File: config.mk
export PLATFORM = sky130hd
export DESIGN_NAME = fill_area_walker
export DESIGN_NICKNAME = d
export VERILOG_FILES = /design/src/common/panel_pkg.sv /design/src/common/cmd_pkg.sv /design/src/fill_engine/fill_area_walker.sv
export VERILOG_INCLUDE_DIRS = /design/src /design/src/common
export SDC_FILE = /design/constraint.sdc
export NUM_CORES = 1
export LEC_CHECK = 0
export CORE_ASPECT_RATIO = 0.6
export CORE_MARGIN = 1.5
export CORE_UTILIZATION = 43
export CTS_CLUSTER_DIAMETER = 50
export DETAILED_ROUTE_END_ITERATION = 16
export DONT_BUFFER_PORTS = 1
export PLACE_DENSITY = 0.69
export SLEW_MARGIN = 10
export SYNTH_ARGS = -nofsm -noshare
export SYNTH_HDL_FRONTEND = slang
export SYNTH_SLANG_ARGS = --single-unit
File: constraint.sdc
create_clock -name clk -period 2.5 [get_ports clk]
set_input_delay 0.375 -clock clk [delete_from_list [all_inputs] [get_ports clk]]
set_output_delay 0.375 -clock clk [all_outputs]
set_load 0.005 [all_outputs]
File: src/common/panel_cfg.svh
// Panel geometry settings

`ifndef PANEL_CFG_SVH
`define PANEL_CFG_SVH

// ******************************
// panel size
// ******************************
`define PANEL_WIDTH       32
`define PANEL_HEIGHT      16
`define BYTES_PER_PIXEL   3    // red, green, blue

// ******************************
// derived address widths
// ******************************
`define COLUMN_BITS       5    // enough for PANEL_WIDTH columns
`define ROW_BITS          4    // enough for PANEL_HEIGHT rows
`define PIXEL_SEL_BITS    2    // enough for BYTES_PER_PIXEL bytes

`endif
File: src/common/panel_pkg.sv
// Panel pixel and memory types

`include "panel_cfg.svh"

package panel_pkg;

    // ******************************
    // addressing
    // ******************************
    typedef logic [`ROW_BITS-1:0]       row_t;
    typedef logic [`COLUMN_BITS-1:0]    column_t;
    typedef logic [`PIXEL_SEL_BITS-1:0] pixel_sel_t;

    // red sits in the high byte and is stored at byte select 0
    typedef struct packed {
        logic [7:0] red;
        logic [7:0] green;
        logic [7:0] blue;
    } color_t;

    // ******************************
    // one byte write into the frame buffer
    // ******************************
    typedef struct packed {
        row_t       row;
        column_t    column;
        pixel_sel_t pixel;
        logic [7:0] data;
        logic       we;
    } mem_write_t;

endpackage

File: src/common/cmd_pkg.sv
// Drawing command types

`include "panel_cfg.svh"

package cmd_pkg;
    import panel_pkg::*;

    typedef enum logic {
        op_blank = 1'b0,
        op_fill  = 1'b1
    } opcode_t;

    // sizes need one more bit than the index so a full edge fits
    typedef logic [`COLUMN_BITS:0] width_t;
    typedef logic [`ROW_BITS:0]    height_t;

    // ******************************
    // command as the host sends it
    // ******************************
    typedef struct packed {
        opcode_t opcode;
        column_t x1;
        row_t    y1;
        width_t  width;
        height_t height;
        color_t  color;
    } host_cmd_t;

    // clipped request, width and height are never zero here
    typedef struct packed {
        column_t x1;
        row_t    y1;
        width_t  width;
        height_t height;
        color_t  color;
    } fill_req_t;

endpackage

File: src/fill_engine/fill_area_walker.sv
// Rectangle fill walker

`include "panel_cfg.svh"

module fill_area_walker (
    input  logic                 clk,
    input  logic                 reset,
    input  logic                 enable,
    input  logic                 walk_reset,
    input  cmd_pkg::fill_req_t   req,
    output panel_pkg::mem_write_t wr,
    output logic                 walk_done
);
    import panel_pkg::*;
    import cmd_pkg::*;

    pixel_sel_t pix_cnt;     // byte within the pixel
    column_t    col_cnt;     // column offset from x1
    row_t       row_cnt;     // row offset from y1
    logic       all_issued;
    logic       last_pixel;
    logic       last_column;
    logic       last_row;
    logic [7:0] byte_data;

    // ******************************
    // end of each counter
    // ******************************
    assign last_pixel  = (pix_cnt == pixel_sel_t'(`BYTES_PER_PIXEL - 1));
    assign last_column = (width_t'(col_cnt) == req.width - width_t'(1));
    assign last_row    = (height_t'(row_cnt) == req.height - height_t'(1));

    // byte 0 carries red
    always_comb begin
        case (pix_cnt)
            2'd0:    byte_data = req.color.red;
            2'd1:    byte_data = req.color.green;
            default: byte_data = req.color.blue;
        endcase
    end

    // ******************************
    // walk and write
    // ******************************
    always_ff @(posedge clk) begin
        if (reset || walk_reset) begin
            pix_cnt    <= '0;
            col_cnt    <= '0;
            row_cnt    <= '0;
            all_issued <= 1'b0;
            walk_done  <= 1'b0;
            wr.we      <= 1'b0;
        end else begin
            wr.we <= 1'b0;
            if (enable && !all_issued) begin
                wr.row    <= req.y1 + row_cnt;
                wr.column <= req.x1 + col_cnt;
                wr.pixel  <= pix_cnt;
                wr.data   <= byte_data;
                wr.we     <= 1'b1;

                if (!last_pixel) begin
                    pix_cnt <= pix_cnt + 1'b1;
                end else begin
                    pix_cnt <= '0;
                    if (!last_column) begin
                        col_cnt <= col_cnt + 1'b1;
                    end else begin
                        col_cnt <= '0;
                        if (!last_row) begin
                            row_cnt <= row_cnt + 1'b1;
                        end else begin
                            row_cnt    <= '0;
                            all_issued <= 1'b1;    // that was the final byte
                        end
                    end
                end
            end

            // the cycle after the final write shows done, held until walk_reset
            if (all_issued) begin
                walk_done <= 1'b1;
            end
        end
    end

endmodule

==> results.toml <==
[setup_path]
crit_path_frequent_cell = "inv_1"
cp.required_ps = 2530
startpoint_type = "register"
crit_slowest_cell = "dfxtp_1"
end_kind = "register"
cp_slowest_stage_delay_ps = 450
critical_path_class = "reg -> reg"
r2r_cells = 7
worstPathMaxFanout = 5
path_cells = "ha_1 -> inv_1 -> fa_1 -> inv_1 -> a21o_1 -> a21oi_1 -> xnor2_1"
arrival_ps = 1790

[sta]
drv_slew = 0
whs_ps = 281
skew_ps = 5.36
max_slew_margin = 0.675
finalWorstSetupSlack_ps = 744
setup_viol = 0
timing.final.crit_share = 0.702
min_period_ps = 1760
fin_tns_setup_ps = 0
finalHoldViolations = 0
fmax_mhz = 570
rsz0062_at_grt = "false"
tightest_slew_ps = 483

[logic_synthesis]
yosys.area_share.simple = 0.186
synth_compound_area_frac = 0.102
synthTopCellsByArea = "edfxtp_1 29%, dfxtp_1 14%, ha_1 7.1%, xnor2_1 5.4%, xor2_1 5.0%"
synthArstFlopShare = 0
ys.flop_type = "edfxtp_1"
synth_top_family_by_area = "simple AND/OR/NAND/NOR gates"
synth-seq-cells = 33
synth_fp_nets = 244
ys_warn_count = 0
syn-instance-count = 183
synth_xor_area_frac = 0.104
synthMuxAreaShare = 0.0412
synth_top_area_frac = 0.294
syn_avg_cell_area_um2 = 10.6
synth_edf_count = 19
netlist_area_um2 = 1940
ys_seq_area_frac = 0.438
netlist.top_cell.by_area = "edfxtp_1"
yosysUniqueCellTypes = 42
synthAdderAreaFrac = 0.0914

[pwr]
p_per_area_nw_per_um2 = 559
leakage_uw = 0.000790
irDropWorstVdd_mv = 0.254

[grt]
grt_start_max_net_pins = 21
grt_pass1_vias = 1299
grt-ovfl-total = 0
grt_pass1_wl_um = 5740
grtUsageTotal = 0.156
antenna_found_initial = 0

[cells_and_area]
n_fill_cell = 391
syn_to_final_growth_pct = 10.4
layout-drive-gt1-share = 0.142
final_nets = 250
antennaDiodeCount = 0

[floorplanning]
die_w_um = 89.8
die_h_um = 55.1
core_um2 = 4210
start_util = 0.461
die_area_um2 = 4940
ioPinCount = 69
fp-row-count = 18

[detailed_routing]
drtAntennaViolNets = 0
vias = 1368
drt_first_iter_violations = 33
drc = 0
post_drt_wl_per_cell_um = 15.3
wl_um = 3840
first_pass_iters = 4
vias_per_cell = 5.47

[clock_network]
cts_resized = 0
clock_path_buffers = 2
cts_sinks = 33
path_clk_slew_ps = 70
worstSkewPairLatency_ps = 280
root_buffer = "clkbuf_8"
cts_made_buffers = 5
cts_tree = "built"
htreeDepth = 2
post_cts_buffers = 0
cts_hold_buf = 0

[worst_hold_path]
hold_path.class = "in -> reg"
hold_path_depth = 2

[placement]
gp_congestion = 0.784
io_buffers = 0
place_ws_ps = 654
hpwl_um = 3030

[job]
drv_cap = 0

[run_status]
status = "finished clean"
-- stage by stage --
stage	total power, uW	cells	util	instance area, um2
detailed placement	694	242	0.482	2030
finish	1200	250	0.509	2140
floorplan	677	183	-	1940
global placement	689	242	0.482	2030
global route	1240	250	0.509	2140
CTS	1210	250	0.509	2140
-- registers in the layout (all words and copies together), names as in the netlist --
name and flops:
wr 20, row_cnt 4, walk_done 1, col_cnt 5, all_issued 1, pix_cnt 2
-- path summary, 6_finish.rpt --
| kind | start | to | slack (ps) |
|---|---|---|---|
| setup / recovery | col_cnt[0]$_SDFFE_PP0P_ | wr[15]$_DFFE_PP_ | 740 |
| hold / removal | req[5] | wr[6]$_DFFE_PP_ | 280 |
| setup reg to reg | col_cnt[0]$_SDFFE_PP0P_ | wr[15]$_DFFE_PP_ | 740 |
| hold reg to reg | walk_done$_SDFFE_PP0P_ | walk_done$_SDFFE_PP0P_ | 510 |
-- synthesized netlist by cell type, drive strengths merged, types with 4 or more instances --
master,n
ha,11
xor2,11
clkbuf,4
nand2,15
mux2i,8
a21oi,9
o21ai,10
xnor2,12
dfxtp,14
nand4,6
nor3,8
nor2,10
edfxtp,19
inv,14
-- metal layers --
metal | global-route usage | vias up | wire (um)
li1 | - | 662 | -
met1 | 0.176 | 650 | 1680
met2 | 0.266 | 52 | 1770
met3 | 0.0847 | 4 | 357
met4 | 0.0476 | 0 | 23
met5 | 0 | - | 0
-- logic make-up (layout without fill, tap and decap cells) --
group	count (synthesis)	in the layout
simple gates	56	56
buf+inv	19	26
fa+ha+maj	13	13
xor+xnor	23	23
compound gates	31	31
mux	8	8
flops	33	33
-- final cells by class --
cell class                 count  area [um2]  share of cell area
clock inverter                 1        30.0              0.0140
clock buffer                   7        86.3              0.0403
inverter                      14        52.6              0.0245
sequential                    33         851               0.397
timing repair buffer           4        30.0              0.0140
tap                           60        75.1              0.0350
multi-input combinational    131        1020               0.475
-- cells in the final DEF (no fill, tap or decap), drive strengths merged, types with 8 or more instances in the layout --
master,instances
dfxtp,14
a21oi,9
nor2,10
nor3,8
mux2i,8
o21ai,10
xnor2,12
edfxtp,19
ha,11
xor2,11
nand2,15
inv,14
-- critical path: cells and delay by family, from the launching register on --
family | cells | cell delay [ps]
AOI/OAI and AO/OA | 2 | 180
xor gates and xnor gates | 1 | 120
adders and majority gates | 2 | 620
buffers and inverters | 2 | 130
DFF | 1 | 450
-- where the power goes --
| group | switching, uW | total, uW | internal [uW] |
|---|---|---|---|
| logic | 49.9 | 86.4 | 36.5 |
| registers | 6.16 | 595 | 589 |
| clock network | 193 | 518 | 325 |
(Power assumes the default switching activity.)
