===== config.mk =====
export PLATFORM = sky130hd
export DESIGN_NAME = cmd_fill_control
export DESIGN_NICKNAME = d
export VERILOG_FILES = /design/src/common/panel_pkg.sv /design/src/common/cmd_pkg.sv /design/src/fill_engine/cmd_fill_control.sv
export VERILOG_INCLUDE_DIRS = /design/src /design/src/common
export SDC_FILE = /design/constraint.sdc
export NUM_CORES = 1
export LEC_CHECK = 0
export ABC_AREA = 1
export BUFFER_PORTS_ARGS = -buffer_cell sky130_fd_sc_hd__buf_2
export CAP_MARGIN = 15
export CORE_MARGIN = 3
export CORE_UTILIZATION = 30
export CTS_BUF_LIST = sky130_fd_sc_hd__clkbuf_8 sky130_fd_sc_hd__clkbuf_16
export DETAILED_ROUTE_END_ITERATION = 8
export PLACE_DENSITY = 0.71
export SYNTH_ARGS = -nofsm -noshare
export SYNTH_HDL_FRONTEND = slang
export SYNTH_SLANG_ARGS = --single-unit

===== constraint.sdc =====
create_clock -name clk -period 2.19 [get_ports clk]
set_clock_uncertainty 0.2 [all_clocks]
set_input_delay 0.219 -clock clk [delete_from_list [all_inputs] [get_ports clk]]
set_output_delay 0.219 -clock clk [all_outputs]
set_load 0.02 [all_outputs]

===== src/common/panel_cfg.svh =====
// Panel geometry settings

`ifndef PANEL_CFG_SVH
`define PANEL_CFG_SVH

// ******************************
// panel size
// ******************************
`define PANEL_WIDTH       32
`define PANEL_HEIGHT      16
`define BYTES_PER_PIXEL   3    // red, green, blue

// ******************************
// derived address widths
// ******************************
`define COLUMN_BITS       5    // enough for PANEL_WIDTH columns
`define ROW_BITS          4    // enough for PANEL_HEIGHT rows
`define PIXEL_SEL_BITS    2    // enough for BYTES_PER_PIXEL bytes

`endif

===== src/common/panel_pkg.sv =====
// Panel pixel and memory types

`include "panel_cfg.svh"

package panel_pkg;

    // ******************************
    // addressing
    // ******************************
    typedef logic [`ROW_BITS-1:0]       row_t;
    typedef logic [`COLUMN_BITS-1:0]    column_t;
    typedef logic [`PIXEL_SEL_BITS-1:0] pixel_sel_t;

    // red sits in the high byte and is stored at byte select 0
    typedef struct packed {
        logic [7:0] red;
        logic [7:0] green;
        logic [7:0] blue;
    } color_t;

    // ******************************
    // one byte write into the frame buffer
    // ******************************
    typedef struct packed {
        row_t       row;
        column_t    column;
        pixel_sel_t pixel;
        logic [7:0] data;
        logic       we;
    } mem_write_t;

endpackage


===== src/common/cmd_pkg.sv =====
// Drawing command types

`include "panel_cfg.svh"

package cmd_pkg;
    import panel_pkg::*;

    typedef enum logic {
        op_blank = 1'b0,
        op_fill  = 1'b1
    } opcode_t;

    // sizes need one more bit than the index so a full edge fits
    typedef logic [`COLUMN_BITS:0] width_t;
    typedef logic [`ROW_BITS:0]    height_t;

    // ******************************
    // command as the host sends it
    // ******************************
    typedef struct packed {
        opcode_t opcode;
        column_t x1;
        row_t    y1;
        width_t  width;
        height_t height;
        color_t  color;
    } host_cmd_t;

    // clipped request, width and height are never zero here
    typedef struct packed {
        column_t x1;
        row_t    y1;
        width_t  width;
        height_t height;
        color_t  color;
    } fill_req_t;

endpackage


===== src/fill_engine/cmd_fill_control.sv =====
// Fill request sequencer

module cmd_fill_control (
    input  logic               clk,
    input  logic               reset,
    input  logic               req_valid,
    input  cmd_pkg::fill_req_t req,
    output logic               walk_enable,
    output logic               walk_reset,
    output cmd_pkg::fill_req_t walk_req,
    input  logic               walk_done,
    output logic               done
);
    typedef enum logic [1:0] {
        st_start,
        st_running,
        st_predone,
        st_done
    } ctrl_state_t;

    ctrl_state_t state;

    always_ff @(posedge clk) begin
        if (reset) begin
            state       <= st_start;
            walk_enable <= 1'b0;
            walk_reset  <= 1'b0;
            done        <= 1'b0;
        end else begin
            case (state)
                st_start: begin
                    if (req_valid) begin
                        walk_enable <= 1'b1;
                        state       <= st_running;
                    end
                end
                st_running: begin
                    if (walk_done) begin
                        walk_enable <= 1'b0;
                        state       <= st_predone;
                    end
                end
                st_predone: begin
                    done       <= 1'b1;
                    walk_reset <= 1'b1;    // walker drops walk_done on this pulse
                    state      <= st_done;
                end
                st_done: begin
                    done       <= 1'b0;
                    walk_reset <= 1'b0;
                    state      <= st_start;
                end
                default: state <= st_start;
            endcase
        end
    end

    // the request is held for the whole walk
    always_ff @(posedge clk) begin
        if (state == st_start && req_valid) begin
            walk_req <= req;
        end
    end

endmodule


==> impl_metrics.json, run 1 <==
{
  "wire_per_inst_um": 11.97,
  "final_cell_count_no_fill": 293,
  "final_hold_viol_count": 0,
  "setup_tns_ns": 0,
  "synth_warnings": 0,
  "drt_iter0_drc": 36,
  "fill_cells": 420,
  "status": "complete, no violations",
  "rows": 25,
  "cp_data_arrival_time_ns": 1.39,
  "holdCritPathClass": "input pin to register",
  "diodes": 0,
  "routed_wl_mm": 3.507,
  "synth_ff_type": "edfxtp_1",
  "critPathMaxFanout": 29,
  "vias_per_cell": 3.939,
  "grt_max_degree": 30,
  "first_pass_iters": 4,
  "drtAntennaViolNets": 0,
  "powerDensity_nw_per_um2": 999.6,
  "yosysTopAreaCell": "edfxtp_1",
  "vias": 1154,
  "hpwlAfterDp_mm": 2.444,
  "nNetsFinal": 277,
  "postSynthAreaPerCell_um2": 20.07,
  "syn_inst": 78,
  "netlist-cell-type-count": 11,
  "final_max_slew_viol_count": 0,
  "required_ns": 1.95,
  "cts_inserted_buffers": 5,
  "clk_latency_ns": 0.29,
  "ir_drop_v": 0.0004771,
  "yosysSeqAreaShare_pct": 89.53,
  "post-route-util_pct": 54.62,
  "netlist_area_um2": 1565,
  "track_usage_pct": 12.39,
  "chipHeight_um": 78.23,
  "dp_cells": 240,
  "cts.htree.levels": 2,
  "path_class": "register to register",
  "ctsLongestPathBuffers": 2,
  "io_buffers": 94,
  "worst_pin_slew_ns": 0.3469,
  "clk_pin_slew_ns": 0.08,
  "ctsResizeCount": 0,
  "drive_gt1_share_pct": 47.35,
  "synth_enable_flop_cells": 44,
  "cts_tree": "built",
  "antenna_found_initial": 0,
  "max_stage_delay_ns": 0.35,
  "synth.top_cell.area_share_pct": 84.41,
  "finalCritPeriodShare_pct": 74.35,
  "path_cells": "inv_1, ha_1, nand2_1, inv_2, buf_4",
  "cts_root_buffer": "clkbuf_8",
  "grt-ovfl-total": 0,
  "start_util_pct": 32.08,
  "synth_commonest_cells": "edfxtp_1 (44), inv_1 (7), nand2_1 (5), nor2_1 (5)",
  "start_kind": "register",
  "slowest_stage": "dfxtp_1",
  "syn-num-nets": 130,
  "power_mw": 2.664,
  "postCtsHoldBufs": 45,
  "cts_sinks": 48,
  "io_pins": 95,
  "leakagePower_nw": 1.169,
  "setup_viol": 0,
  "async_flop_share_pct": 0,
  "synth_area_leaders": "edfxtp_1 (84%), dfxtp_1 (5.1%), ha_1 (3.2%), inv_1 (1.7%), nand2_1 (1.2%)",
  "worstSetupEndpointType": "register",
  "rsz0062_at_grt": "no",
  "cap_violations": 0,
  "core_region_area_um2": 4880,
  "fmax_mhz": 614.2,
  "maxSlewHeadroom_pct": 76.87,
  "yosys_register_bits": 48,
  "gp_congestion": 0.7133,
  "syn2layout_area_growth_pct": 70.26,
  "route.detailed.drc": 0,
  "yosysMostFrequentCell": "edfxtp_1",
  "grt_pass1_vias": 1293,
  "dieArea_um2": 6120,
  "grt_pass1_wl_mm": 5.727,
  "period_needed_ns": 1.628,
  "die_w_um": 78.23,
  "post-cts-setup-buffers": 0
}
cell usage in the layout (no fill, tap or decap):
cell type      synthesis  layout
buf_2                  0      94
dlygate4sd3_1          0      45
edfxtp_1              44      44
inv_1                  7       6
nand2_1                5       5
nor2_1                 5       5
clkbuf_8               0       5
ha_1                   4       4
dfxtp_1                4       4
a21oi_1                3       3
nand2_2                2       2
nand3_1                2       2
clkinv_2               0       2
buf_4                  1       2
inv_2                  0       1
nor3_1                 1       1
clkinv_4               0       1
final timing paths:
check                           slack (ns)         from  depth (start not counted)      endpoint
worst min-delay path                  0.02    walk_done                          4   walk_enable
worst max-delay path                  0.56     state[0]                          5  walk_req[12]
worst max register to register        0.56     state[0]                          5  walk_req[12]
worst min register to register        0.29  walk_enable                          2   walk_enable
cell type report:
type                       count  area (µm²)  share of cell area [%]
sequential                    48        1401                   52.58
timing repair buffer         141       935.9                   35.12
multi-input combinational     22       130.1                   4.883
tap                           67       83.83                   3.146
clock buffer                   5       68.82                   2.582
inverter                       7       26.28                  0.9859
clock inverter                 3       18.77                  0.7042
critical path: cells and delay by family (launching register included):
kind                       cells  cell delay, ns
buffers and inverters          3            0.46
DFF                            1            0.35
adders and majority gates      1            0.20
and+or+nand+nor                1            0.07
flip-flops by register name, indices dropped and copies added, names as in the netlist:
signal	cells
walk_enable	1
walk_req	44
state	2
done	1
per-stage QoR:
stage | setup slack, ns | hold WS, ns | area, µm²
finish | 0.5618 | 0.02286 | 2665
CTS | 0.5449 | 0.005644 | 2665
global placement | 0.5952 | 0.1959 | 2127
global route | 0.4166 | 0.04291 | 2665
floorplan | 0.07744 | 0.09579 | 1565
detailed placement | 0.5577 | 0.1971 | 2127
where the power goes:
part           total [mW]  internal [mW]  switching, mW
Clock               0.495          0.222          0.273
Sequential           1.34           1.28         0.0653
Combinational       0.827          0.290          0.537
Total                2.66           1.79          0.876
logic make-up after synthesis:
kind of cell | count (synthesis) | share of synthesized area, %
buffers and inverters | 8 | 2.159
AOI/OAI and AO/OA | 3 | 0.9590
DFF | 48 | 89.53
and+or+nand+nor | 15 | 4.157
adders and majority gates | 4 | 3.198
routing by layer:
layer / GRT usage (%) / part of all wire (%)
met1: 13.39 / 38
met4: 5.245 / 1.3
met2: 22.95 / 55
met3: 2.982 / 5.7
met5: 0 / 0
Note: power is estimated with default switching activity, not from simulation.
==> run 2: changes to the inputs <==
Clock period 2.19 ns to 1.4 ns, I/O delays scaled along.
==> run 2 against run 1 <==
  * Sequential power is 56% higher
  * Clock power is 54% higher
  * Core utilization is 1.9 points higher
  * Final area is 3.5% higher
  * Global-route usage is 0.80 points higher
==> impl_metrics.json, run 2 (synthesis results as in run 1) <==
{
  "p_sw_share_pct": 32.93,
  "route.detailed.drc": 0,
  "final_max_slew_viol_count": 0,
  "worstSetupEndpointType": "register",
  "worst_pin_slew_ns": 0.1402,
  "dp_cells": 244,
  "core_region_area_um2": 4880,
  "dieArea_um2": 6120,
  "setup_viol": 0,
  "ctsLongestPathBuffers": 2,
  "largest_register_ffs": 44,
  "top_regs": "walk_req (44), state (2)",
  "fmax_mhz": 725.6,
  "critPathMaxFanout": 8,
  "grt-ovfl-total": 0,
  "ir_drop_v": 0.0009398,
  "cts_sinks": 48,
  "rsz0062_at_grt": "yes",
  "grt_max_degree": 20,
  "cts_tree": "built",
  "final_hold_viol_count": 0,
  "drtAntennaViolNets": 0,
  "p_switching_mw": 1.451,
  "clk_latency_ns": 0.29,
  "diodes": 0,
  "drive_gt1_share_pct": 50.65,
  "antenna_found_initial": 0,
  "powerDensity_nw_per_um2": 1597,
  "grt_pass1_wl_mm": 6.106,
  "start_util_pct": 32.08,
  "first_pass_iters": 4,
  "path_class": "register to register",
  "cp_data_arrival_time_ns": 1.38,
  "period_needed_ns": 1.378,
  "intPower_mw": 2.955,
  "gp_congestion": 0.7153,
  "cts.htree.levels": 2,
  "post-place-ws_ns": -0.005333,
  "final_common_cell": "buf_2",
  "top_register": "walk_req",
  "grt_pass1_vias": 1319,
  "fin_area_um2": 2759,
  "status": "complete, no violations",
  "mostFrequentLayoutCells": "buf_2 (94), dlygate4sd3_1 (46), edfxtp_1 (44)",
  "leakagePower_nw": 1.200,
  "cts_inserted_buffers": 5,
  "path_cells": "inv_2, ha_4, nand2_4, clkinvlp_4, buf_6, a21oi_2, nor2_1",
  "io_pins": 95,
  "wire_per_inst_um": 13.15,
  "cap_violations": 0,
  "p_seq_share_pct": 47.5,
  "dpl_cell_area_um2": 2203,
  "slowest_stage": "dfxtp_2",
  "holdCritPathClass": "input pin to register",
  "nNetsFinal": 282,
  "final_cell_count_no_fill": 298,
  "max_stage_delay_ns": 0.34,
  "hpwlAfterDp_mm": 2.447,
  "start_kind": "register",
  "die_w_um": 78.23,
  "pwr-share-comb_pct": 35.2,
  "cts_root_buffer": "clkbuf_8",
  "clk_pin_slew_ns": 0.08,
  "setup_tns_ns": 0,
  "clkPwrFrac_pct": 17.3,
  "fin_ws_ns": 0.02191,
  "syn2layout_area_growth_pct": 76.26,
  "post-cts-setup-buffers": 0,
  "io_buffers": 94,
  "chipHeight_um": 78.23,
  "required_ns": 1.40,
  "routed_wl_mm": 3.918,
  "holdWs_ns": 0.06699,
  "maxSlewHeadroom_pct": 90.58,
  "vias_per_cell": 4.054,
  "track_usage_pct": 13.20,
  "finalCritPeriodShare_pct": 98.44,
  "vias": 1208,
  "drt_iter0_drc": 36,
  "rows": 25
}
-- run 2: changes by cell type in the layout (fill, tap and decap cells not counted), sizes merged --
| cell | before | now |
|---|---|---|
| buf | 96 | 100 |
| clkinvlp | 0 | 1 |
| dlygate4sd3 | 45 | 46 |
| inv | 7 | 6 |
-- run 2: repair_timing --
item	CTS	global route
hold endpoints to repair	48	0
resized for setup	1	2
pin swaps	0	4
setup endpoints to repair	1	45
hold buffers	46	0
-- run 2: critical path: cells and delay by family, from the launching register on --
family                     cells  cell delay [ns]
AOI/OAI and AO/OA              1             0.12
buffers and inverters          3             0.35
and+or+nand+nor                2             0.11
DFF                            1             0.34
adders and majority gates      1             0.16
-- run 2: routing by layer --
metal	wire length [µm]	GRT usage [%]	up-vias
li1	-	-	583
met1	1331	12.09	559
met2	2277	27.23	58
met3	250	3.784	8
met4	59	4.021	0
met5	0	0	-
-- run 2: per-stage QoR --
step / utilization (%) / power, mW
floorplan: - / 2.948
global placement: 45.15 / 3.514
detailed placement: 45.15 / 3.529
CTS: 56.36 / 4.415
global route: 56.54 / 4.659
finish: 56.54 / 4.406
-- run 2: layout make-up --
| type | count | area, µm² |
|---|---|---|
| multi-input combinational | 22 | 153.9 |
| timing repair buffer | 146 | 1005 |
| tap | 67 | 83.83 |
| sequential | 48 | 1404 |
| fill | 411 | 2121 |
| inverter | 7 | 30.03 |
| clock inverter | 3 | 13.76 |
| clock buffer | 5 | 68.82 |
-- run 2: worst paths after layout --
kind	start	cells past startpoint	end	slack (ns)
worst max-delay path	state[1]	7	walk_enable	0.02
worst min-delay path	req_valid	5	state[0]	0.07
worst min register to register	walk_enable	2	walk_enable	0.31
worst max register to register	state[1]	7	walk_enable	0.02
-- run 2: power groups by stage --
stage	Combinational (mW)	Sequential [mW]	Clock, mW
after floorplan	0.400	2.55	0
after global placement	1.40	2.11	0
after detailed placement	1.41	2.12	0
after CTS	1.52	2.09	0.805
after global routing	1.68	2.12	0.860
final	1.55	2.09	0.761
