$ cat src/common/panel_cfg.svh
// Panel geometry settings

`ifndef PANEL_CFG_SVH
`define PANEL_CFG_SVH

// ******************************
// panel size
// ******************************
`define PANEL_WIDTH       32
`define PANEL_HEIGHT      16
`define BYTES_PER_PIXEL   3    // red, green, blue

// ******************************
// derived address widths
// ******************************
`define COLUMN_BITS       5    // enough for PANEL_WIDTH columns
`define ROW_BITS          4    // enough for PANEL_HEIGHT rows
`define PIXEL_SEL_BITS    2    // enough for BYTES_PER_PIXEL bytes

`endif
$ cat src/common/panel_pkg.sv
// Panel pixel and memory types

`include "panel_cfg.svh"

package panel_pkg;

    // ******************************
    // addressing
    // ******************************
    typedef logic [`ROW_BITS-1:0]       row_t;
    typedef logic [`COLUMN_BITS-1:0]    column_t;
    typedef logic [`PIXEL_SEL_BITS-1:0] pixel_sel_t;

    // red sits in the high byte and is stored at byte select 0
    typedef struct packed {
        logic [7:0] red;
        logic [7:0] green;
        logic [7:0] blue;
    } color_t;

    // ******************************
    // one byte write into the frame buffer
    // ******************************
    typedef struct packed {
        row_t       row;
        column_t    column;
        pixel_sel_t pixel;
        logic [7:0] data;
        logic       we;
    } mem_write_t;

endpackage

$ cat src/common/cmd_pkg.sv
// Drawing command types

`include "panel_cfg.svh"

package cmd_pkg;
    import panel_pkg::*;

    typedef enum logic {
        op_blank = 1'b0,
        op_fill  = 1'b1
    } opcode_t;

    // sizes need one more bit than the index so a full edge fits
    typedef logic [`COLUMN_BITS:0] width_t;
    typedef logic [`ROW_BITS:0]    height_t;

    // ******************************
    // command as the host sends it
    // ******************************
    typedef struct packed {
        opcode_t opcode;
        column_t x1;
        row_t    y1;
        width_t  width;
        height_t height;
        color_t  color;
    } host_cmd_t;

    // clipped request, width and height are never zero here
    typedef struct packed {
        column_t x1;
        row_t    y1;
        width_t  width;
        height_t height;
        color_t  color;
    } fill_req_t;

endpackage

$ cat src/design/cmd_decoder.sv
// Host command decoder

`include "panel_cfg.svh"

module cmd_decoder (
    input  logic               clk,
    input  logic               reset,
    input  logic               cmd_valid,
    input  cmd_pkg::host_cmd_t cmd,
    input  logic               done,
    output logic               req_valid,
    output cmd_pkg::fill_req_t req,
    output logic               busy
);
    import cmd_pkg::*;

    width_t    avail_width;
    height_t   avail_height;
    logic      empty_area;
    logic      accept;
    fill_req_t next_req;

    // ******************************
    // clipping
    // ******************************
    assign avail_width  = width_t'(`PANEL_WIDTH) - width_t'(cmd.x1);
    assign avail_height = height_t'(`PANEL_HEIGHT) - height_t'(cmd.y1);

    assign empty_area = (cmd.width == '0) || (cmd.height == '0);

    // a blank always covers the panel while a fill may be empty
    assign accept = cmd_valid && !busy &&
                    ((cmd.opcode == op_blank) || !empty_area);

    always_comb begin
        if (cmd.opcode == op_blank) begin
            next_req.x1     = '0;
            next_req.y1     = '0;
            next_req.width  = width_t'(`PANEL_WIDTH);
            next_req.height = height_t'(`PANEL_HEIGHT);
            next_req.color  = '0;
        end else begin
            next_req.x1     = cmd.x1;
            next_req.y1     = cmd.y1;
            next_req.width  = (cmd.width > avail_width) ? avail_width : cmd.width;
            next_req.height = (cmd.height > avail_height) ? avail_height : cmd.height;
            next_req.color  = cmd.color;
        end
    end

    // ******************************
    // request strobe and busy level
    // ******************************
    always_ff @(posedge clk) begin
        if (reset) begin
            req_valid <= 1'b0;
            busy      <= 1'b0;
        end else begin
            req_valid <= accept;
            if (accept) begin
                busy <= 1'b1;
            end else if (done) begin
                busy <= 1'b0;    // falls the cycle after done
            end
        end
    end

    always_ff @(posedge clk) begin
        if (accept) begin
            req <= next_req;
        end
    end

endmodule

$ cat config.mk
export PLATFORM = sky130hd
export DESIGN_NAME = cmd_decoder
export DESIGN_NICKNAME = d
export VERILOG_FILES = /design/src/common/panel_pkg.sv /design/src/common/cmd_pkg.sv /design/src/design/cmd_decoder.sv
export VERILOG_INCLUDE_DIRS = /design/src /design/src/common
export SDC_FILE = /design/constraint.sdc
export NUM_CORES = 1
export LEC_CHECK = 0
export ABC_AREA = 1
export BUFFER_PORTS_ARGS = -buffer_cell sky130_fd_sc_hd__buf_4
export CORE_ASPECT_RATIO = 0.75
export CORE_UTILIZATION = 52
export CTS_BUF_LIST = sky130_fd_sc_hd__clkbuf_4 sky130_fd_sc_hd__clkbuf_8 sky130_fd_sc_hd__clkbuf_16
export DETAILED_ROUTE_END_ITERATION = 7
export GPL_TIMING_DRIVEN = 0
export PLACE_DENSITY = 0.88
export SYNTH_ARGS = -nofsm -noshare
export SYNTH_HDL_FRONTEND = slang
export SYNTH_SLANG_ARGS = --single-unit
export TNS_END_PERCENT = 100
$ cat constraint.sdc
create_clock -name clk -period 3.9 [get_ports clk]
set_input_delay 0.195 -clock clk [delete_from_list [all_inputs] [get_ports clk]]
set_output_delay 0.195 -clock clk [all_outputs]
set_load 0.01 [all_outputs]
==> results.json, run 1 <==
{
  "status": "finished clean",
  "grt_max_degree": 45,
  "fin_util_pct": 76.9,
  "initial_core_util_pct": 56.5,
  "async_flop_share_pct": 0,
  "grt_antenna_before_repair": 0,
  "grt_use_total_pct": 24.0,
  "synth_common_cells": "69 x nand2_1, 57 x inv_1, 44 x edfxtp_1",
  "holdCritStartpoint": "reset",
  "endpoint_kind": "flip-flop",
  "numCtsBuffers": 5,
  "fmax_mhz": 532,
  "ys.flop_type": "edfxtp_1",
  "drtIter0Drc": 130,
  "min_path_type": "primary input to flip-flop",
  "period_needed_ns": 1.88,
  "period_share_pct": 48.2,
  "yosysMostFrequentCell": "nand2_1",
  "ir_drop_uv": 190,
  "p_sw_mw": 0.299,
  "nets": 414,
  "drt_wl_total_um": 5450,
  "wl_per_cell_um": 13.4,
  "fin_area_sq_mm": 0.00323,
  "core_sq_mm": 0.00420,
  "post_cts_buffers": 0,
  "drc": 0,
  "die_w_um": 80.1,
  "cp_common_cell": "nand2_1",
  "seq_area_frac_synth_pct": 57.3,
  "setup_viol": 0,
  "grt_pass1_vias": 1815,
  "reg2reg_from": "busy",
  "path_clk_slew_ns": 0.08,
  "antenna_left": 0,
  "crit_chain": "buf_4 -> inv_1 -> ha_1 -> nand3_1 -> nand2_1 -> nand2_1 -> ha_1 -> nand2_2 -> nor2_4 -> nand2_1 -> nand3_2 -> buf_6 -> nand3_1 -> nand2_1 -> nor2_1",
  "cts_tree": "built",
  "power.internal_mw": 0.823,
  "grt_pass1_wl_um": 8560,
  "slowest_delay_ns": 0.31,
  "ys_warn_count": 0,
  "yosys_register_bits": 46,
  "synth_cells": 252,
  "required_ns": 3.96,
  "num_antenna_cells": 0,
  "avgSynthCellArea_sq_um": 9.43,
  "p_leak_nw": 1.75,
  "tns_ns": 0,
  "synth_cell_types": 18,
  "num_rows": 20,
  "gp_congestion": 0.898,
  "synth_enable_flop_cells": 44,
  "ioPinCount": 95,
  "worst_pin_slew_ns": 0.899,
  "worstSetupStartpoint": "cmd[39]",
  "num_vias": 1973,
  "hpwl_um": 4260,
  "dieArea_sq_mm": 0.00485,
  "grt_overflow": 0,
  "io_buffers": 93,
  "p_seq_share_pct": 53.1,
  "drv_slew": 0,
  "syn_area_sq_mm": 0.00238,
  "placed_cell_area_sq_mm": 0.00314,
  "path_max_fanout": 10,
  "power.clock.fraction_pct": 25.6,
  "switching_share_pct": 26.6,
  "cts_sinks": 46,
  "grt_setup_unrepaired": "false",
  "syn_nets": 314,
  "p_comb_share_pct": 21.2,
  "routed_via_density": 4.84,
  "startpoint_type": "primary input",
  "cp_slowest_cell": "ha_1",
  "first_pass_iters": 4,
  "yosys.area.top_type": "edfxtp_1",
  "crit_arrival_ns": 1.94,
  "h-tree-depth": 2,
  "syn_to_final_growth_pct": 36.1,
  "worstSetupPathType": "primary input to flip-flop",
  "synth_area_leaders": "edfxtp_1 56%, nand2_1 11%, inv_1 9.0%",
  "die_h_um": 60.5,
  "powerDensity_mw_per_mm2": 347,
  "relSlewSlack_pct": 40.0,
  "hold_viol_final": 0,
  "clock_path_buffers": 2,
  "drive_gt1_share_pct": 33.4,
  "finalClockSkew_ns": 0.00491,
  "cts_resized": 0,
  "ctsHoldBuffers": 0,
  "cts_root_buf": "clkbuf_8",
  "yosysTopAreaCellShare_pct": 55.6,
  "maxCapViolCount": 0,
  "clk_latency_ns": 0.30
}
layer usage:
| metal | track usage, % | part of all wire [%] | up-vias |
|---|---|---|---|
| met3 | 5.26 | 9.9 | 8 |
| met5 | 0 | 0 | - |
| met1 | 30.7 | 41 | 882 |
| li1 | - | - | 990 |
| met4 | 6.12 | 1.1 | 0 |
| met2 | 42.5 | 48 | 93 |
logic make-up after synthesis:
| logic type | Yosys count | synth area share [%] |
|---|---|---|
| fa+ha+maj | 13 | 6.85 |
| simple gates | 115 | 21.0 |
| xor+xnor | 2 | 0.737 |
| compound gates | 12 | 2.84 |
| flops | 46 | 57.3 |
| buf+inv | 64 | 11.3 |
worst paths after layout:
check | end | slack (ns) | depth (start not counted)
max | req[32] | 2.02 | 15
min | busy | 0.05 | 2
max reg2reg | req[28] | 2.32 | 3
min reg2reg | busy | 0.49 | 2
power groups by stage:
| stage | sequential (mW) | clock (mW) | combinational, mW |
|---|---|---|---|
| CTS | 0.596 | 0.295 | 0.240 |
| global route | 0.599 | 0.311 | 0.266 |
| detailed placement | 0.608 | 0 | 0.239 |
| finish | 0.596 | 0.287 | 0.238 |
| global placement | 0.606 | 0 | 0.229 |
| floorplan | 0.626 | 0 | 0.0998 |
area by class of cell:
| class | count | area (sq um) |
|---|---|---|
| fillers | 319 | 971 |
| repair buffers | 93 | 698 |
| well taps | 55 | 68.8 |
| flip-flops and latches | 46 | 1360 |
| clock buffers | 5 | 68.8 |
| inverters | 57 | 214 |
| multi-input cells | 142 | 747 |
| clock inverters | 3 | 21.3 |
| plain buffers | 7 | 53.8 |
sequential cells by signal (all words and copies together) (netlist names):
name,flops
req_valid,1
busy,1
req,44
critical path, delay by kind of cell:
kind | cells | cell delay, ns
buffers and inverters | 3 | 0.39
adders and majority gates | 2 | 0.54
and+or+nand+nor | 10 | 0.80
through the flow:
step	hold WS (ns)	power, mW	instances	worst slack, ns
global placement	0.360	0.836	400	1.63
detailed placement	0.364	0.846	400	1.73
floorplan	0.264	0.726	252	2.12
global route	0.0505	1.18	408	1.85
CTS	0.0419	1.13	408	2.05
finish	0.0504	1.12	408	2.02
placed cells by master, fill, tap and decap left out:
master / n
nand4_1: 3
nand3b_1: 1
inv_1: 56
buf_2: 4
nand2_2: 2
nor2_1: 17
clkbuf_8: 5
a21oi_2: 2
nor2_4: 1
inv_2: 1
xor2_1: 2
dfxtp_1: 2
a21oi_1: 10
buf_4: 93
clkinv_2: 1
ha_1: 13
clkinvlp_4: 1
edfxtp_1: 44
nor2_2: 1
nand3_1: 18
nand3_2: 3
buf_6: 3
nand2_1: 69
clkinv_4: 1
Power figures use the tool's default switching activity.
==> run 2, diff against run 1 <==
- ABC_AREA: 1 -> 0
- CORE_UTILIZATION: 52 -> 43
- PLACE_DENSITY: 0.88 -> 0.79
- clock period: 3.9 -> 1.5 ns (I/O delays scaled with it)
==> results.json, run 2 <==
{
  "drt_wl_total_um": 5270,
  "finalClockSkew_ns": 0.00801,
  "drv_slew": 0,
  "ir_drop_uv": 566,
  "ys.flop_type": "edfxtp_1",
  "num_antenna_cells": 0,
  "yosys.area.top_type": "edfxtp_1",
  "required_ns": 1.57,
  "powerDensity_mw_per_mm2": 965,
  "first_pass_iters": 4,
  "path_buf_inv": 2,
  "dieArea_sq_mm": 0.00550,
  "period_share_pct": 126,
  "io_buffers": 94,
  "hold_depth": 2,
  "grt_pass1_wl_um": 8160,
  "ys_warn_count": 0,
  "dr_wl_met2_um": 2690,
  "gp_congestion": 0.795,
  "clock_path_buffers": 2,
  "routed_via_density": 5.00,
  "period_needed_ns": 1.89,
  "grt_overflow": 0,
  "grt_pass1_vias": 1723,
  "clk_latency_ns": 0.31,
  "grt_max_degree": 45,
  "m1WireLength_um": 2170,
  "worstSetupPathType": "primary input to flip-flop",
  "hpwl_um": 3730,
  "die_w_um": 85.3,
  "synth_enable_flop_cells": 44,
  "avgSynthCellArea_sq_um": 12.8,
  "cts_tree": "built",
  "relSlewSlack_pct": 63.8,
  "path_max_fanout": 5,
  "core_sq_mm": 0.00495,
  "cp_slowest_cell": "mux2_4",
  "path_clk_slew_ns": 0.09,
  "yosysMostFrequentCell": "edfxtp_1",
  "syn_nets": 237,
  "setup_viol": 6,
  "worst_pin_slew_ns": 0.543,
  "syn_to_final_growth_pct": 57.0,
  "highest_layer": "met4",
  "die_h_um": 64.5,
  "crit_arrival_ns": 1.97,
  "grt_antenna_before_repair": 0,
  "drive_gt1_share_pct": 51.4,
  "syn_area_sq_mm": 0.00224,
  "top_register": "req",
  "h-tree-depth": 2,
  "violations": "negative setup slack",
  "synth_cells": 175,
  "maxCapViolCount": 0,
  "antenna_left": 0,
  "nets": 351,
  "crit_family": "simple AND/OR/NAND/NOR gates",
  "numCtsBuffers": 5,
  "status": "complete, but fails checks",
  "num_rows": 22,
  "fill_cells": 359,
  "yosysTopAreaCellShare_pct": 59.1,
  "synth_common_cells": "44 x edfxtp_1, 31 x and2_1, 13 x ha_1",
  "synth_cell_types": 35,
  "layout_commonest_cell": "buf_4",
  "reg_top3": "req (44), busy (1), req_valid (1)",
  "seq_area_frac_synth_pct": 60.9,
  "worst_hold_slack_ns": 0.0431,
  "hold_viol_final": 0,
  "fin_ws_ns": -0.393,
  "startpoint_type": "primary input",
  "ioPinCount": 95,
  "cts_sinks": 46,
  "dr_wl_met3_um": 314,
  "endpoint_kind": "flip-flop",
  "async_flop_share_pct": 0,
  "grt_setup_unrepaired": "true",
  "cp_num_cells": 10,
  "fmax_mhz": 528,
  "min_path_type": "primary input to flip-flop",
  "drtIter0Drc": 64,
  "drc": 0,
  "tns_ns": -2.12,
  "wl_per_cell_um": 15.0,
  "slowest_delay_ns": 0.33,
  "yosys_register_bits": 46,
  "largest_register_ffs": 44,
  "layout_common_cells": "101 x buf_4, 44 x edfxtp_1, 31 x and2_1",
  "p_leak_nw": 1.53,
  "rr_worst_depth": 3,
  "synth_area_leaders": "edfxtp_1 59%, and2_1 8.7%, ha_1 7.3%",
  "initial_core_util_pct": 45.2,
  "cts_root_buf": "clkbuf_8",
  "grt_use_total_pct": 20.0,
  "crit_chain": "buf_12 -> inv_4 -> ha_4 -> nor3b_4 -> xor2_1 -> ha_1 -> and4_4 -> and3_4 -> a31oi_4 -> mux2_4",
  "num_vias": 1749
}
## run 2: logic make-up after synthesis
group | count (synthesis) | share of synthesized area, %
buffers and inverters | 17 | 2.85
XOR/XNOR | 5 | 1.96
multiplexers | 7 | 3.30
AND/OR/NAND/NOR | 72 | 18.6
flip-flops | 46 | 60.9
AO/OA/AOI/OAI | 15 | 5.15
adder cells (fa/ha/maj) | 13 | 7.27
## run 2: metal layers
metal,track usage [%],up-vias
li1,-,842
met1,23.5,833
met2,34.7,65
met3,5.10,9
met4,9.17,0
met5,0,-
## run 2: layout make-up
type,count,area (sq um),share of cell area (%)
Timing Repair Buffer,108,861,24.5
Tap cell,60,75.1,2.14
Multi-Input combinational cell,112,991,28.2
Sequential cell,46,1360,38.7
Clock inverter,3,68.8,1.96
Clock buffer,5,68.8,1.96
Buffer,4,15.0,0.427
Inverter,12,72.6,2.07
## run 2: where the power goes
group	switching (mW)	internal, mW	total, mW
clock	0.451	0.668	1.12
combinational	0.335	0.389	0.724
sequential	0.0254	1.52	1.55
## run 2: path summary, 6_finish.rpt
check | to | slack [ns] | start
min reg2reg | busy | 0.52 | busy
max | req[31] | -0.39 | cmd[39]
max reg2reg | req[19] | 0.12 | busy
min | req[23] | 0.04 | cmd[23]
## run 2: what timing repair did
action | 4_1_cts | 5_1_grt
pin swaps | 18 | 15
hold buffers | 1 | 0
setup endpoints to repair | 55 | 55
hold endpoints to repair | 2 | 0
resized for setup | 21 | 11
buffers inserted | 10 | 3
## run 2: per-stage QoR
stage	total power [mW]	std cells	setup WS (ns)	area [sq um]	utilization, %
after floorplan	1.88	175	-0.575	2320	-
after global placement	2.18	329	-1.02	3100	62.7
after detailed placement	2.20	329	-0.855	3100	62.7
after CTS	3.36	348	-0.377	3430	69.2
after global routing	3.53	350	-0.446	3510	70.9
final	3.39	350	-0.393	3510	70.9
